$ cat src/hw/lpif_pkg.sv
/*
  shared definitions for the LPIF adapter: lane and flit widths,
  stream and protocol IDs, bring-up and link state enums, LPIF state
  codes, register addresses and reset stream IDs
*/

package lpif_pkg;

  ////////////////////////////////////////////////////////////////////////////
  // widths
  ////////////////////////////////////////////////////////////////////////////

  localparam int aib_lanes = 4;

  // one bit per AIB lane
  typedef logic [aib_lanes-1:0] lane_vec_t;

  typedef logic [63:0] flit_data_t;
  typedef logic [15:0] flit_crc_t;
  typedef logic [7:0]  stream_id_t;
  typedef logic [1:0]  protid_t;
  typedef logic [3:0]  lsm_code_t;

  // wishbone word address and data
  typedef logic [1:0]  wb_addr_t;
  typedef logic [31:0] wb_data_t;

  // adapter protocol IDs
  localparam protid_t protid_cache   = 2'd0;
  localparam protid_t protid_io      = 2'd1;
  localparam protid_t protid_arb_mux = 2'd2;

  ////////////////////////////////////////////////////////////////////////////
  // state machines
  ////////////////////////////////////////////////////////////////////////////

  typedef enum logic [2:0] {
    ctl_idle,
    ctl_phy_init,
    ctl_cfg,
    ctl_calib,
    ctl_wait_ca_align,
    ctl_link_up,
    ctl_phy_err
  } ctl_state_e;

  typedef enum logic [1:0] {
    lsm_reset,
    lsm_active,
    lsm_link_error
  } lsm_state_e;

  // LPIF state codes as seen on the interface
  localparam lsm_code_t lsm_code_reset     = 4'd0;
  localparam lsm_code_t lsm_code_active    = 4'd1;
  localparam lsm_code_t lsm_code_linkerror = 4'd10;

  ////////////////////////////////////////////////////////////////////////////
  // register map
  ////////////////////////////////////////////////////////////////////////////

  localparam wb_addr_t csr_addr_cache  = 2'd0;
  localparam wb_addr_t csr_addr_io     = 2'd1;
  localparam wb_addr_t csr_addr_arb    = 2'd2;
  localparam wb_addr_t csr_addr_status = 2'd3;

  localparam stream_id_t rst_cache_id = 8'h01;
  localparam stream_id_t rst_io_id    = 8'h02;
  localparam stream_id_t rst_arb_id   = 8'h03;

endpackage

$ cat src/hw/lpif_ctl.sv
/*
  AIB link bring-up state machine and PHY error detection,
  stream ID / protocol ID mapping in both directions,
  registered downstream and upstream flit paths
*/

`timescale 1ns/10ps

module lpif_ctl (
  input  logic                   com_clk,
  input  logic                   rst_n,
  input  logic                   lp_irdy,
  input  logic                   lp_valid,
  input  logic                   lp_crc_valid,
  input  lpif_pkg::flit_data_t   lp_data,
  input  lpif_pkg::flit_crc_t    lp_crc,
  input  lpif_pkg::stream_id_t   lp_stream,
  input  logic                   lp_linkerror,
  input  logic                   ustrm_valid,
  input  logic                   ustrm_crc_valid,
  input  lpif_pkg::flit_data_t   ustrm_data,
  input  lpif_pkg::flit_crc_t    ustrm_crc,
  input  lpif_pkg::protid_t      ustrm_protid,
  input  logic                   i_conf_done,
  input  lpif_pkg::lane_vec_t    ms_tx_transfer_en,
  input  lpif_pkg::lane_vec_t    sl_tx_transfer_en,
  input  lpif_pkg::lane_vec_t    wa_error,
  input  logic                   align_done,
  input  logic                   lsm_state_active,
  input  lpif_pkg::lsm_code_t    lsm_dstrm_state,
  input  lpif_pkg::stream_id_t   cache_id,
  input  lpif_pkg::stream_id_t   io_id,
  input  lpif_pkg::stream_id_t   arb_id,
  output logic                   dstrm_valid,
  output logic                   dstrm_crc_valid,
  output lpif_pkg::flit_data_t   dstrm_data,
  output lpif_pkg::flit_crc_t    dstrm_crc,
  output lpif_pkg::protid_t      dstrm_protid,
  output lpif_pkg::lsm_code_t    dstrm_state,
  output logic                   pl_valid,
  output logic                   pl_crc_valid,
  output lpif_pkg::flit_data_t   pl_data,
  output lpif_pkg::flit_crc_t    pl_crc,
  output lpif_pkg::stream_id_t   pl_stream,
  output logic                   ns_mac_rdy,
  output lpif_pkg::lane_vec_t    ns_adapter_rstn,
  output logic                   tx_online,
  output logic                   rx_online,
  output logic                   ctl_link_up,
  output logic                   ctl_phy_err
);

  lpif_pkg::ctl_state_e ctl_state;
  lpif_pkg::protid_t    lp_protid;
  lpif_pkg::stream_id_t ustrm_stream;
  logic                 phy_err;
  logic                 all_xfer_en;
  logic                 dstrm_accept;

  ////////////////////////////////////////////////////////////////////////////
  // bring-up and error detection
  ////////////////////////////////////////////////////////////////////////////

  assign all_xfer_en = &{ms_tx_transfer_en, sl_tx_transfer_en};

  // any lane dropping out, a word alignment error or a link layer error
  assign phy_err = ~all_xfer_en | (|wa_error) | lp_linkerror;

  assign ctl_link_up = (ctl_state == lpif_pkg::ctl_link_up);
  assign ctl_phy_err = (ctl_state == lpif_pkg::ctl_phy_err);

  always_ff @(posedge com_clk or negedge rst_n) begin
    if (!rst_n) begin
      ctl_state       <= lpif_pkg::ctl_idle;
      ns_mac_rdy      <= 1'b0;
      ns_adapter_rstn <= '0;
      tx_online       <= 1'b0;
      rx_online       <= 1'b0;
    end else begin
      case (ctl_state)
        lpif_pkg::ctl_idle: begin
          ctl_state <= lpif_pkg::ctl_phy_init;
        end
        lpif_pkg::ctl_phy_init: begin
          if (i_conf_done) begin
            ns_mac_rdy <= 1'b1;
            ctl_state  <= lpif_pkg::ctl_cfg;
          end
        end
        lpif_pkg::ctl_cfg: begin
          // lane adapters come out of reset one cycle after mac ready
          ns_adapter_rstn <= '1;
          ctl_state       <= lpif_pkg::ctl_calib;
        end
        lpif_pkg::ctl_calib: begin
          if (all_xfer_en) begin
            tx_online <= 1'b1;
            rx_online <= 1'b1;
            ctl_state <= lpif_pkg::ctl_wait_ca_align;
          end
        end
        lpif_pkg::ctl_wait_ca_align: begin
          if (align_done) begin
            ctl_state <= lpif_pkg::ctl_link_up;
          end
        end
        lpif_pkg::ctl_link_up: begin
          if (phy_err) begin
            ctl_state <= lpif_pkg::ctl_phy_err;
          end
        end
        lpif_pkg::ctl_phy_err: begin
          // held until rst_n
          ctl_state <= lpif_pkg::ctl_phy_err;
        end
        default: begin
          ctl_state <= lpif_pkg::ctl_idle;
        end
      endcase
    end
  end

  ////////////////////////////////////////////////////////////////////////////
  // stream ID mapping
  ////////////////////////////////////////////////////////////////////////////

  // unknown streams fall back to cache
  always_comb begin
    if (lp_stream == io_id) begin
      lp_protid = lpif_pkg::protid_io;
    end else if (lp_stream == arb_id) begin
      lp_protid = lpif_pkg::protid_arb_mux;
    end else begin
      lp_protid = lpif_pkg::protid_cache;
    end
    if (lp_stream == cache_id) begin
      lp_protid = lpif_pkg::protid_cache;
    end
  end

  always_comb begin
    case (ustrm_protid)
      lpif_pkg::protid_io:      ustrm_stream = io_id;
      lpif_pkg::protid_arb_mux: ustrm_stream = arb_id;
      default:                  ustrm_stream = cache_id;
    endcase
  end

  ////////////////////////////////////////////////////////////////////////////
  // flit paths
  ////////////////////////////////////////////////////////////////////////////

  // pl_trdy is lsm_state_active
  assign dstrm_accept = lp_irdy & lsm_state_active;

  always_ff @(posedge com_clk or negedge rst_n) begin
    if (!rst_n) begin
      dstrm_valid <= 1'b0;
      pl_valid    <= 1'b0;
    end else begin
      dstrm_valid <= dstrm_accept;
      pl_valid    <= ustrm_valid;
    end
  end

  // downstream payload only loads on an accepted flit
  always_ff @(posedge com_clk) begin
    if (dstrm_accept) begin
      dstrm_data      <= lp_data;
      dstrm_crc       <= lp_crc;
      dstrm_crc_valid <= lp_valid & lp_crc_valid;
      dstrm_protid    <= lp_protid;
      dstrm_state     <= lsm_dstrm_state;
    end
  end

  always_ff @(posedge com_clk) begin
    pl_data      <= ustrm_data;
    pl_crc       <= ustrm_crc;
    pl_crc_valid <= ustrm_crc_valid;
    pl_stream    <= ustrm_stream;
  end

endmodule

$ cat src/hw/lpif_lsm.sv
/*
  LPIF link state machine: state requests from the link layer,
  pl_trdy gating and the downstream state code
*/

`timescale 1ns/10ps

module lpif_lsm (
  input  logic                com_clk,
  input  logic                rst_n,
  input  lpif_pkg::lsm_code_t lp_state_req,
  input  logic                ctl_link_up,
  input  logic                ctl_phy_err,
  output logic                pl_trdy,
  output logic                lsm_state_active,
  output lpif_pkg::lsm_code_t lsm_dstrm_state
);

  lpif_pkg::lsm_state_e lsm_state;

  ////////////////////////////////////////////////////////////////////////////
  // state register
  ////////////////////////////////////////////////////////////////////////////

  always_ff @(posedge com_clk or negedge rst_n) begin
    if (!rst_n) begin
      lsm_state <= lpif_pkg::lsm_reset;
    end else begin
      case (lsm_state)
        lpif_pkg::lsm_reset: begin
          if (ctl_phy_err) begin
            lsm_state <= lpif_pkg::lsm_link_error;
          end else if (ctl_link_up &&
                       lp_state_req == lpif_pkg::lsm_code_active) begin
            lsm_state <= lpif_pkg::lsm_active;
          end
        end
        lpif_pkg::lsm_active: begin
          // error wins over a reset request
          if (ctl_phy_err) begin
            lsm_state <= lpif_pkg::lsm_link_error;
          end else if (lp_state_req == lpif_pkg::lsm_code_reset) begin
            lsm_state <= lpif_pkg::lsm_reset;
          end
        end
        lpif_pkg::lsm_link_error: begin
          lsm_state <= lpif_pkg::lsm_link_error;
        end
        default: begin
          lsm_state <= lpif_pkg::lsm_reset;
        end
      endcase
    end
  end

  ////////////////////////////////////////////////////////////////////////////
  // outputs
  ////////////////////////////////////////////////////////////////////////////

  assign lsm_state_active = (lsm_state == lpif_pkg::lsm_active);

  // flits only flow while active
  assign pl_trdy = lsm_state_active;

  always_comb begin
    case (lsm_state)
      lpif_pkg::lsm_active:     lsm_dstrm_state = lpif_pkg::lsm_code_active;
      lpif_pkg::lsm_link_error: lsm_dstrm_state = lpif_pkg::lsm_code_linkerror;
      default:                  lsm_dstrm_state = lpif_pkg::lsm_code_reset;
    endcase
  end

endmodule

$ cat src/hw/lpif_csr.sv
/*
  Wishbone classic slave with the three stream ID registers
  and the read-only link status word
*/

`timescale 1ns/10ps

module lpif_csr (
  input  logic                 com_clk,
  input  logic                 rst_n,
  input  logic                 wb_cyc,
  input  logic                 wb_stb,
  input  logic                 wb_we,
  input  lpif_pkg::wb_addr_t   wb_adr,
  input  lpif_pkg::wb_data_t   wb_dat_w,
  input  logic                 ctl_link_up,
  input  logic                 ctl_phy_err,
  input  lpif_pkg::lsm_code_t  lsm_dstrm_state,
  output lpif_pkg::wb_data_t   wb_dat_r,
  output logic                 wb_ack,
  output lpif_pkg::stream_id_t cache_id,
  output lpif_pkg::stream_id_t io_id,
  output lpif_pkg::stream_id_t arb_id
);

  logic               wb_req;
  logic               wb_wr;
  lpif_pkg::wb_data_t status_word;

  ////////////////////////////////////////////////////////////////////////////
  // bus handshake
  ////////////////////////////////////////////////////////////////////////////

  // new request while no ack is pending
  assign wb_req = wb_cyc & wb_stb & ~wb_ack;
  assign wb_wr  = wb_req & wb_we;

  always_ff @(posedge com_clk or negedge rst_n) begin
    if (!rst_n) begin
      wb_ack <= 1'b0;
    end else begin
      wb_ack <= wb_req;
    end
  end

  ////////////////////////////////////////////////////////////////////////////
  // stream ID registers
  ////////////////////////////////////////////////////////////////////////////

  always_ff @(posedge com_clk or negedge rst_n) begin
    if (!rst_n) begin
      cache_id <= lpif_pkg::rst_cache_id;
      io_id    <= lpif_pkg::rst_io_id;
      arb_id   <= lpif_pkg::rst_arb_id;
    end else if (wb_wr) begin
      // status address falls through, write is dropped
      case (wb_adr)
        lpif_pkg::csr_addr_cache: cache_id <= wb_dat_w[7:0];
        lpif_pkg::csr_addr_io:    io_id    <= wb_dat_w[7:0];
        lpif_pkg::csr_addr_arb:   arb_id   <= wb_dat_w[7:0];
        default: begin
        end
      endcase
    end
  end

  ////////////////////////////////////////////////////////////////////////////
  // read mux
  ////////////////////////////////////////////////////////////////////////////

  // state code in [7:4], phy_err in 1, link_up in 0
  assign status_word = {24'h0, lsm_dstrm_state, 2'b00, ctl_phy_err, ctl_link_up};

  always_comb begin
    case (wb_adr)
      lpif_pkg::csr_addr_cache:  wb_dat_r = {24'h0, cache_id};
      lpif_pkg::csr_addr_io:     wb_dat_r = {24'h0, io_id};
      lpif_pkg::csr_addr_arb:    wb_dat_r = {24'h0, arb_id};
      lpif_pkg::csr_addr_status: wb_dat_r = status_word;
      default:                   wb_dat_r = '0;
    endcase
  end

endmodule

$ cat src/hw/lpif_adapter_top.sv
/*
  LPIF adapter top level: bring-up control, link state machine
  and Wishbone register block
*/

`timescale 1ns/10ps

module lpif_adapter_top (
  input  logic                 com_clk,
  input  logic                 rst_n,
  // link layer, downstream
  input  logic                 lp_irdy,
  input  logic                 lp_valid,
  input  logic                 lp_crc_valid,
  input  lpif_pkg::flit_data_t lp_data,
  input  lpif_pkg::flit_crc_t  lp_crc,
  input  lpif_pkg::stream_id_t lp_stream,
  input  lpif_pkg::lsm_code_t  lp_state_req,
  input  logic                 lp_linkerror,
  output logic                 pl_trdy,
  output logic                 dstrm_valid,
  output logic                 dstrm_crc_valid,
  output lpif_pkg::flit_data_t dstrm_data,
  output lpif_pkg::flit_crc_t  dstrm_crc,
  output lpif_pkg::protid_t    dstrm_protid,
  output lpif_pkg::lsm_code_t  dstrm_state,
  // far side, upstream
  input  logic                 ustrm_valid,
  input  logic                 ustrm_crc_valid,
  input  lpif_pkg::flit_data_t ustrm_data,
  input  lpif_pkg::flit_crc_t  ustrm_crc,
  input  lpif_pkg::protid_t    ustrm_protid,
  output logic                 pl_valid,
  output logic                 pl_crc_valid,
  output lpif_pkg::flit_data_t pl_data,
  output lpif_pkg::flit_crc_t  pl_crc,
  output lpif_pkg::stream_id_t pl_stream,
  // AIB control
  input  logic                 i_conf_done,
  input  lpif_pkg::lane_vec_t  ms_tx_transfer_en,
  input  lpif_pkg::lane_vec_t  sl_tx_transfer_en,
  input  lpif_pkg::lane_vec_t  wa_error,
  input  logic                 align_done,
  output logic                 ns_mac_rdy,
  output lpif_pkg::lane_vec_t  ns_adapter_rstn,
  output logic                 tx_online,
  output logic                 rx_online,
  // wishbone
  input  logic                 wb_cyc,
  input  logic                 wb_stb,
  input  logic                 wb_we,
  input  lpif_pkg::wb_addr_t   wb_adr,
  input  lpif_pkg::wb_data_t   wb_dat_w,
  output lpif_pkg::wb_data_t   wb_dat_r,
  output logic                 wb_ack
);

  logic                 ctl_link_up;
  logic                 ctl_phy_err;
  logic                 lsm_state_active;
  lpif_pkg::lsm_code_t  lsm_dstrm_state;
  lpif_pkg::stream_id_t cache_id;
  lpif_pkg::stream_id_t io_id;
  lpif_pkg::stream_id_t arb_id;

  lpif_ctl u_ctl (
    .com_clk, .rst_n,
    .lp_irdy, .lp_valid, .lp_crc_valid, .lp_data, .lp_crc, .lp_stream, .lp_linkerror,
    .ustrm_valid, .ustrm_crc_valid, .ustrm_data, .ustrm_crc, .ustrm_protid,
    .i_conf_done, .ms_tx_transfer_en, .sl_tx_transfer_en, .wa_error, .align_done,
    .lsm_state_active, .lsm_dstrm_state, .cache_id, .io_id, .arb_id,
    .dstrm_valid, .dstrm_crc_valid, .dstrm_data, .dstrm_crc, .dstrm_protid, .dstrm_state,
    .pl_valid, .pl_crc_valid, .pl_data, .pl_crc, .pl_stream,
    .ns_mac_rdy, .ns_adapter_rstn, .tx_online, .rx_online,
    .ctl_link_up, .ctl_phy_err
  );

  lpif_lsm u_lsm (
    .com_clk, .rst_n,
    .lp_state_req, .ctl_link_up, .ctl_phy_err,
    .pl_trdy, .lsm_state_active, .lsm_dstrm_state
  );

  lpif_csr u_csr (
    .com_clk, .rst_n,
    .wb_cyc, .wb_stb, .wb_we, .wb_adr, .wb_dat_w,
    .ctl_link_up, .ctl_phy_err, .lsm_dstrm_state,
    .wb_dat_r, .wb_ack, .cache_id, .io_id, .arb_id
  );

endmodule

$ cat config.mk
export PLATFORM = sky130hd
export DESIGN_NAME = lpif_adapter_top
export DESIGN_NICKNAME = d
export VERILOG_FILES = /design/src/hw/lpif_pkg.sv /design/src/hw/lpif_ctl.sv /design/src/hw/lpif_lsm.sv /design/src/hw/lpif_csr.sv /design/src/hw/lpif_adapter_top.sv
export SDC_FILE = /design/constraint.sdc
export NUM_CORES = 1
export LEC_CHECK = 0
export BUFFER_PORTS_ARGS = -buffer_cell sky130_fd_sc_hd__buf_4
export CAP_MARGIN = 20
export CELL_PAD_IN_SITES_DETAIL_PLACEMENT = 0
export CELL_PAD_IN_SITES_GLOBAL_PLACEMENT = 1
export CORE_AREA = 2 2 176 178
export CTS_BUF_LIST = sky130_fd_sc_hd__clkbuf_4 sky130_fd_sc_hd__clkbuf_8
export CTS_CLUSTER_SIZE = 20
export DETAILED_ROUTE_END_ITERATION = 8
export DIE_AREA = 0 0 178 180
export GPL_TIMING_DRIVEN = 0
export MAX_ROUTING_LAYER = met4
export PLACE_DENSITY = 0.61
export RECOVER_POWER = 100
export SLEW_MARGIN = 15
export SYNTH_ARGS = -nofsm -noshare
export SYNTH_HDL_FRONTEND = slang
export SYNTH_HIERARCHICAL = 1
export SYNTH_SLANG_ARGS = --single-unit
$ cat constraint.sdc
create_clock -name com_clk -period 3.1 [get_ports com_clk]
set_input_delay 0.62 -clock com_clk [delete_from_list [all_inputs] [get_ports com_clk]]
set_output_delay 0.62 -clock com_clk [all_outputs]
set_load 0.01 [all_outputs]
==> results of run 1 <==
-- power groups by stage --
| stage | clock [mW] | combinational (mW) | sequential (mW) |
|---|---|---|---|
| 6_report | 2.93 | 0.778 | 3.23 |
| 5_1_grt | 3.21 | 0.844 | 3.26 |
| 4_1_cts | 3.06 | 0.926 | 3.24 |
| 3_5_place_dp | 0 | 0.920 | 3.30 |
| 3_3_place_gp | 0 | 0.914 | 3.29 |
| 2_1_floorplan | 0 | 0.340 | 3.31 |
-- logic make-up after synthesis --
| logic type | Yosys count |
|---|---|
| other | 2 |
| AND/OR/NAND/NOR | 48 |
| XOR/XNOR | 24 |
| multiplexers | 33 |
| flip-flops | 211 |
| adder cells (fa/ha/maj) | 2 |
| buffers and inverters | 45 |
| AO/OA/AOI/OAI | 28 |
-- Yosys cell counts (7+ instances only) --
library cell and number:
dfxtp_1 89, mux2_4 8, xnor2_1 24, edfxtp_1 87
nor2_1 7, a22oi_1 8, mux2_2 17, nand4_1 8
o21ai_0 13, buf_4 31, nand2_1 12, dfrtp_1 31
-- cell type report --
type | count | area share, %
diodes | 1 | 0.0239
clock buffers | 61 | 7.24
repair buffers | 404 | 22.2
clock inverters | 10 | 1.15
inverters | 6 | 0.215
plain buffers | 39 | 2.52
multi-input cells | 160 | 11.6
flip-flops and latches | 211 | 50.4
well taps | 396 | 4.73
-- registers in the layout, indices dropped and copies added, names as in the netlist --
name / count
u_ctl/dstrm_data: 64
u_ctl/pl_data: 64
u_ctl/dstrm_crc: 16
u_ctl/pl_crc: 16
u_csr/arb_id: 8
u_csr/cache_id: 8
u_csr/io_id: 8
u_ctl/pl_stream: 8
u_ctl/dstrm_state: 4
u_ctl/ctl_state: 3
u_ctl/dstrm_protid: 2
u_lsm/lsm_state: 2
u_csr/wb_ack: 1
u_ctl/dstrm_crc_valid: 1
u_ctl/dstrm_valid: 1
u_ctl/ns_adapter_rstn: 1
u_ctl/ns_mac_rdy: 1
u_ctl/pl_crc_valid: 1
u_ctl/pl_valid: 1
u_ctl/rx_online: 1
-- worst paths after layout --
path / start / slack [ns] / to
worst max-delay path: u_ctl/ctl_state[2] / 0.20 / wb_dat_r[1]
worst min-delay path: ustrm_data[39] / 0.20 / u_ctl/pl_data[39]
worst max register to register: u_csr/wb_ack / 0.50 / u_csr/io_id[4]
worst min register to register: u_csr/wb_ack / 0.46 / u_csr/wb_ack
max in group asynchronous: rst_n / 1.13 / u_csr/io_id[4]
min in group asynchronous: rst_n / 0.72 / u_csr/io_id[6]
-- per-layer routing --
layer,wire length (microns),track usage [%]
met1,8490,14.8
met2,11400,23.6
met3,2380,4.74
met4,710,6.03
met5,0,-
-- per-stage QoR --
step | utilization (%) | cells | worst slack [ns] | hold slack [ns]
after CTS | 37.4 | 1287 | 0.0992 | 0.0416
after floorplan | - | 416 | 0.942 | 0.324
after global routing | 34.7 | 1288 | 0.0225 | 0.150
final | 34.7 | 1288 | 0.198 | 0.202
after detailed placement | 34.5 | 1216 | 0.627 | 0.455
after global placement | 34.4 | 1215 | 0.339 | 0.451
-- worst max-delay path, delay by kind of cell (launching register included) --
| kind | cells | cell delay [ns] |
|---|---|---|
| DFF | 1 | 0.32 |
| buffers and inverters | 3 | 0.58 |
| muxes | 1 | 0.40 |
| and+or+nand+nor | 1 | 0.45 |
==> metrics.yaml, run 1 <==
status: "complete, but fails checks"
violations: "capacitance limit, slew limit"
wl_microns: 23000
power_mw: 6.94
worstHoldPathType: "in -> reg"
synth_top_cell_by_area: "edfxtp_1"
hold_depth: 1
grt_pass1_vias: 5006
antenna_left: 0
cp_slowest_cell: "nor3_1"
syn_area_sq_mm: 0.00677
p_per_area_mw_per_mm2: 662
cts_buffer_depth: 3
synthFlopType: "dfxtp_1"
worstRegToRegCells: 3
finalHoldViolCount: 0
final_common_cell: "clkbuf_1"
route.detailed.wl_per_inst_microns: 17.9
vias: 4847
critPathCaptureType: "primary output"
fillers: 3161
fin_area_sq_mm: 0.0105
pwr-share-clk_pct: 42.2
grt_overflow: 0
synthAdderAreaFrac_pct: 0.369
post_cts_buffers: 0
drtIter0Drc: 221
numCtsBuffers: 39
track_usage_pct: 14.0
path_clk_slew_ns: 0.06
nets: 1096
synth_top_family_by_area: "multiplexers"
final_cell_mix: "clkbuf_1, clkbuf_4, dfxtp_1"
cp-start-kind: "register"
crit_type: "reg -> out"
cts_hold_buf: 0
muxShareOfSynthArea_pct: 6.89
synthDistinctLibCells: 40
synth_edf_count: 87
ys_warn_count: 6
rsz0062_at_grt: "false"
ir_drop_mv: 0.333
combPwrFrac_pct: 11.2
fin_crit_ns: 2.90
relSlewSlack_pct: -43.3
ioPinCount: 452
synthToLayoutAreaGrowth_pct: 54.7
ys_seq_area_share_pct: 77.9
dp_hpwl_microns: 17900
multi_input_area_sq_mm: 0.00121
swShare_pct: 24.0
die_y_microns: 180
dr.pass1.iters: 4
io_buffers: 403
cts_tree: "yes"
p_int_mw: 5.27
pwr-share-seq_pct: 46.6
grt_first_pass_wirelength_microns: 32000
seqCellArea_sq_mm: 0.00528
drc_errors: 0
switchingPower_mw: 1.67
synth_compound_area_share_pct: 2.64
antenna_found_initial: 1
p_leak_nw: 4.28
placed_area_sq_mm: 0.0104
async_flop_share_pct: 16.6
period_share_pct: 93.6
syn_area_per_cell_sq_um: 17.2
yosys_register_bits: 211
cts_root_buf: "clkbuf_8"
cts_resized: 0
worstPathMaxFanout: 9
finClkSkew_ns: 0.0295
arrival_ns: 2.28
setup_tns_ns: 0
cts.sinks: 211
die_w_microns: 178
drv_slew: 86
tightest_slew_ns: 2.15
cp_cell_sequence: "clkbuf_1, inv_1, nor3_1, mux4_2, buf_4"
floorplan.initialDensity_pct: 22.4
cp.required_ns: 2.48
core_sq_mm: 0.0302
synth-simple-area-share_pct: 4.64
syn_inst: 393
drv_cap: 4
clock.fmax_mhz: 345
htreeDepth: 2
setup_viol: 0
vias_per_cell: 3.76
synthXorXnorAreaFrac_pct: 3.10
clkLatencyLatePin_ns: 0.54
synth_top_area_share_pct: 38.6
die-area_sq_mm: 0.0320
routabilityCongestion: 0.787
rows: 64
layout-drive-gt1-share_pct: 38.0
grt_max_degree: 58
synthTopCellsByArea: "edfxtp_1, dfxtp_1, dfrtp_1, buf_4, xnor2_1"
max_stage_delay_ns: 0.45
No activity file was read; power rests on OpenSTA's default activity.
==> run 2, diff against run 1 <==
- SETUP_SLACK_MARGIN: not set -> 0.3
==> run 2 against run 1 <==
- the run still ends with capacitance limit, slew limit left
- die area did not move
- register-to-register slack barely moved
- global-route usage barely moved
- clock skew barely moved
- critical endpoint is now wb_dat_r[4]
==> metrics.yaml, run 2 (synthesis results as in run 1) <==
antenna_left: 0
drv_slew: 86
nets: 1096
drv_cap: 4
dp_hpwl_microns: 17900
setup_tns_ns: 0
vias: 4839
antenna_found_initial: 1
hold_depth: 1
final_common_cell: "clkbuf_1"
floorplan.initialDensity_pct: 22.4
period_share_pct: 90.0
hold_end: "u_ctl/pl_data[39]"
finClkSkew_ns: 0.0295
grt_first_pass_wirelength_microns: 32000
core_sq_mm: 0.0302
ir_drop_mv: 0.333
cp.required_ns: 2.48
path_clk_slew_ns: 0.06
tightest_slew_ns: 2.15
cts_tree: "yes"
reg_top3: "u_ctl/dstrm_data: 64 flops, u_ctl/pl_data: 64 flops"
synthToLayoutAreaGrowth_pct: 54.7
route.detailed.wl_per_inst_microns: 17.9
cp-start-kind: "primary input"
grt_overflow: 0
arrival_ns: 2.17
layout-drive-gt1-share_pct: 38.0
drtIter0Drc: 220
fin_util_pct: 34.7
pwr-share-seq_pct: 46.6
relSlewSlack_pct: -43.5
io_buffers: 403
pwr-share-clk_pct: 42.2
cts.sinks: 211
rows: 64
p_leak_nw: 4.28
htreeDepth: 2
vias_per_cell: 3.76
track_usage_pct: 14.0
worstHoldStart: "ustrm_data[39]"
dr.pass1.iters: 4
worstHoldPathType: "in -> reg"
drc_errors: 0
crit_type: "in -> out"
critPathCaptureType: "primary output"
final_cell_mix: "clkbuf_1, clkbuf_4, dfxtp_1"
setup_viol: 0
wl_microns: 23000
finalHoldViolCount: 0
worst_r2r_endpoint: "u_csr/io_id[4]"
cts_buffer_depth: 3
combPwrFrac_pct: 11.2
r2r-start: "u_csr/wb_ack"
violations: "capacitance limit, slew limit"
status: "complete, but fails checks"
swShare_pct: 24.1
grt_max_degree: 58
worstRegToRegCells: 3
die-area_sq_mm: 0.0320
die_w_microns: 178
clock.fmax_mhz: 359
die_y_microns: 180
numCtsBuffers: 39
p_per_area_mw_per_mm2: 662
switchingPower_mw: 1.67
worstSetupStartpoint: "wb_adr[0]"
p_int_mw: 5.27
cts_root_buf: "clkbuf_8"
grt_pass1_vias: 5006
worstPathMaxFanout: 10
r2r_setup_slack_ns: 0.50
clkLatencyLatePin_ns: 0.54
fin_crit_ns: 2.79
rsz0062_at_grt: "false"
ioPinCount: 452
routabilityCongestion: 0.787
==> run 2: cell count changes in the layout (fill, tap and decap cells not counted), sizes merged <==
cell / before / now
buf: 78 / 77
clkbuf: 426 / 427
==> run 2: layout make-up <==
cell class	instances	area (sq um)
plain buffers	39	264
fillers	3162	19700
multi-input cells	160	1220
clock buffers	61	758
diodes	1	2.50
flip-flops and latches	211	5280
well taps	396	495
clock inverters	10	120
repair buffers	404	2320
inverters	6	22.5
==> run 2: repair_timing <==
action                                  4_1_cts  5_1_grt
buffers inserted                              0        0
endpoints found under the setup margin        1        2
pin swaps                                     0        0
gates resized for setup                       1        2
endpoints found under the hold margin         0        0
hold buffers                                  0        0
==> run 2: critical path, cell delays in order <==
cell	delay [ns]
buf_4	0.09
clkbuf_1	0.64
mux4_2	0.65
clkbuf_1	0.17
==> run 2: layer usage <==
| metal | vias to the layer above | routed length [microns] | global-route usage (%) |
|---|---|---|---|
| met5 | - | 0 | - |
| met1 | 2228 | 8500 | 14.8 |
| li1 | 2300 | - | - |
| met3 | 51 | 2380 | 4.74 |
| met4 | 0 | 710 | 6.03 |
| met2 | 260 | 11400 | 23.6 |
==> run 2: metrics by stage <==
stage / hold slack, ns / instances / setup slack (ns) / instance area [sq um] / power, mW
6_report: 0.202 / 1288 / 0.311 / 10500 / 6.93
3_5_place_dp: 0.455 / 1216 / 0.627 / 10400 / 4.22
2_1_floorplan: 0.324 / 416 / 0.942 / 6860 / 3.65
5_1_grt: 0.150 / 1288 / 0.190 / 10500 / 7.31
3_3_place_gp: 0.451 / 1215 / 0.339 / 10400 / 4.21
4_1_cts: 0.0416 / 1287 / 0.334 / 11300 / 7.22
==> run 2: power groups by stage <==
stage | clock (mW) | sequential, mW | combinational, mW
after floorplan | 0 | 3.31 | 0.340
after global placement | 0 | 3.29 | 0.914
after detailed placement | 0 | 3.30 | 0.920
after global routing | 3.21 | 3.26 | 0.842
final | 2.93 | 3.23 | 0.776
after CTS | 3.06 | 3.24 | 0.926
==> run 2: worst max-delay path by stage <==
stage / end / slack, ns / depth (start not counted)
after floorplan: u_ctl/dstrm_crc[0] / 0.94 / 1
after global placement: u_ctl/dstrm_data[58] / 0.34 / 2
after detailed placement: wb_dat_r[4] / 0.63 / 4
after CTS: wb_dat_r[1] / 0.33 / 5
after global routing: wb_dat_r[1] / 0.19 / 5
final: wb_dat_r[4] / 0.31 / 4
==> run 3, diff against run 2 <==
- CORE_AREA: 2 2 176 178 -> 2 2 175 177
- DIE_AREA: 0 0 178 180 -> 0 0 177 179
- PLACE_DENSITY: 0.61 -> 0.6
- clock period: 3.1 -> 3.3 ns (I/O delays scaled with it)
==> run 3 against run 2 <==
- the flow still finishes with violations (capacitance limit, slew limit)
- routed wire length decreased by 2.4%
- global-route usage is 0.94 points lower
- clock skew shrank 0.010 ns
- critical path type unchanged
- total power decreased by 8.4%
- core utilization hardly changed
- register-to-register slack better by 0.07 ns
- die area shrank 1.1%
- worst setup slack improved by 0.11 ns
- via count about the same
==> metrics.yaml, run 3 (synthesis results as in run 1) <==
status: "complete, but fails checks"
violations: "capacitance limit, slew limit"
max_stage_delay_ns: 0.65
path_clk_slew_ns: 0.06
worstHoldPathType: "in -> reg"
ir_drop_mv: 0.283
die-area_sq_mm: 0.0317
drv_slew: 91
drc_errors: 0
die_w_microns: 177
place_ws_ns: 0.747
dp_cells: 1216
cts_buffer_depth: 3
post_cts_buffers: 0
final_cell_mix: "clkbuf_1, clkbuf_4, dfxtp_1"
placed_area_sq_mm: 0.0104
p_per_area_mw_per_mm2: 610
core_sq_mm: 0.0300
grt_first_pass_wirelength_microns: 29600
worstPathMaxFanout: 10
cts_resized: 0
route.detailed.wl_per_inst_microns: 17.4
fin_area_sq_mm: 0.0104
grt_pass1_vias: 4621
arrival_ns: 2.22
setup_viol: 0
cp-start-kind: "primary input"
cts.sinks: 211
wl_microns: 22400
rsz0062_at_grt: "false"
clock.fmax_mhz: 348
cts_hold_buf: 0
crit_type: "in -> out"
power_mw: 6.35
cp_slowest_cell: "mux4_2"
dp_hpwl_microns: 17500
rows: 64
nets: 1097
antenna_left: 0
vias_per_cell: 3.75
crit_top_cell: "clkbuf_1"
whs_ns: 0.246
antenna_found_initial: 2
crit_family: "buffers and inverters"
reg_top3: "u_ctl/dstrm_data: 64 flops, u_ctl/pl_data: 64 flops"
fin_util_pct: 34.7
worst_slack_ns: 0.425
cts_root_buf: "clkbuf_8"
grt_max_degree: 53
layout-drive-gt1-share_pct: 38.2
dr.pass1.iters: 4
final_common_cell: "clkbuf_1"
tightest_slew_ns: 2.07
numCtsBuffers: 40
synthToLayoutAreaGrowth_pct: 53.9
floorplan.initialDensity_pct: 22.6
grt_overflow: 0
clkLatencyLatePin_ns: 0.52
period_share_pct: 87.1
instances_no_fill: 1289
cp.required_ns: 2.64
relSlewSlack_pct: -38.0
io_buffers: 403
critPathCaptureType: "primary output"
cts_tree: "yes"
finClkSkew_ns: 0.0192
routabilityCongestion: 0.746
drv_cap: 4
cp_cell_sequence: "buf_4, clkbuf_1, mux4_2, clkbuf_1"
setup_tns_ns: 0
drtIter0Drc: 227
fin_crit_ns: 2.88
track_usage_pct: 13.0
vias: 4838
ioPinCount: 452
p_leak_nw: 4.26
die_y_microns: 179
crit_buf_inv: 3
finalHoldViolCount: 0
htreeDepth: 2
## run 3: layout make-up
cell class	count	area [sq um]
fill	3170	19600
sequential	211	5280
timing repair buffer	404	2320
multi-input combinational	160	1210
clock buffer	66	790
tap	396	495
buffer	39	264
clock inverter	5	38.8
inverter	6	22.5
antenna	2	5.00
## run 3: worst paths after layout
path,start,to,slack (ns),cells past startpoint
max in group asynchronous,rst_n,u_ctl/pl_valid,1.36,1
min in group asynchronous,rst_n,u_ctl/dstrm_valid,0.74,1
worst max register to register,u_lsm/lsm_state[0],u_ctl/dstrm_crc[1],0.57,4
worst min register to register,u_csr/wb_ack,u_csr/wb_ack,0.45,1
worst min-delay path,ustrm_crc[11],u_ctl/pl_crc[11],0.25,1
worst max-delay path,wb_adr[0],wb_dat_r[4],0.42,4
## run 3: routing by layer
layer / share of wire [%] / track usage [%] / wire [microns]
met1: 39 / 14.9 / 8670
met2: 50 / 21.4 / 11100
met3: 10 / 4.45 / 2270
met4: 1.7 / 4.30 / 384
met5: 0 / - / 0
## run 3: worst register-to-register path, delay by kind of cell (launching register included)
kind	cells	cell delay, ns
buffers and inverters	2	0.43
DFF	1	0.34
and+or+nand+nor	2	1.60
## run 3: where the power goes
group	switching (mW)	leakage (nW)	total (mW)	internal, mW
clock	1.07	0.450	2.58	1.51
sequential	0.129	1.96	3.04	2.91
combinational	0.331	1.85	0.729	0.398
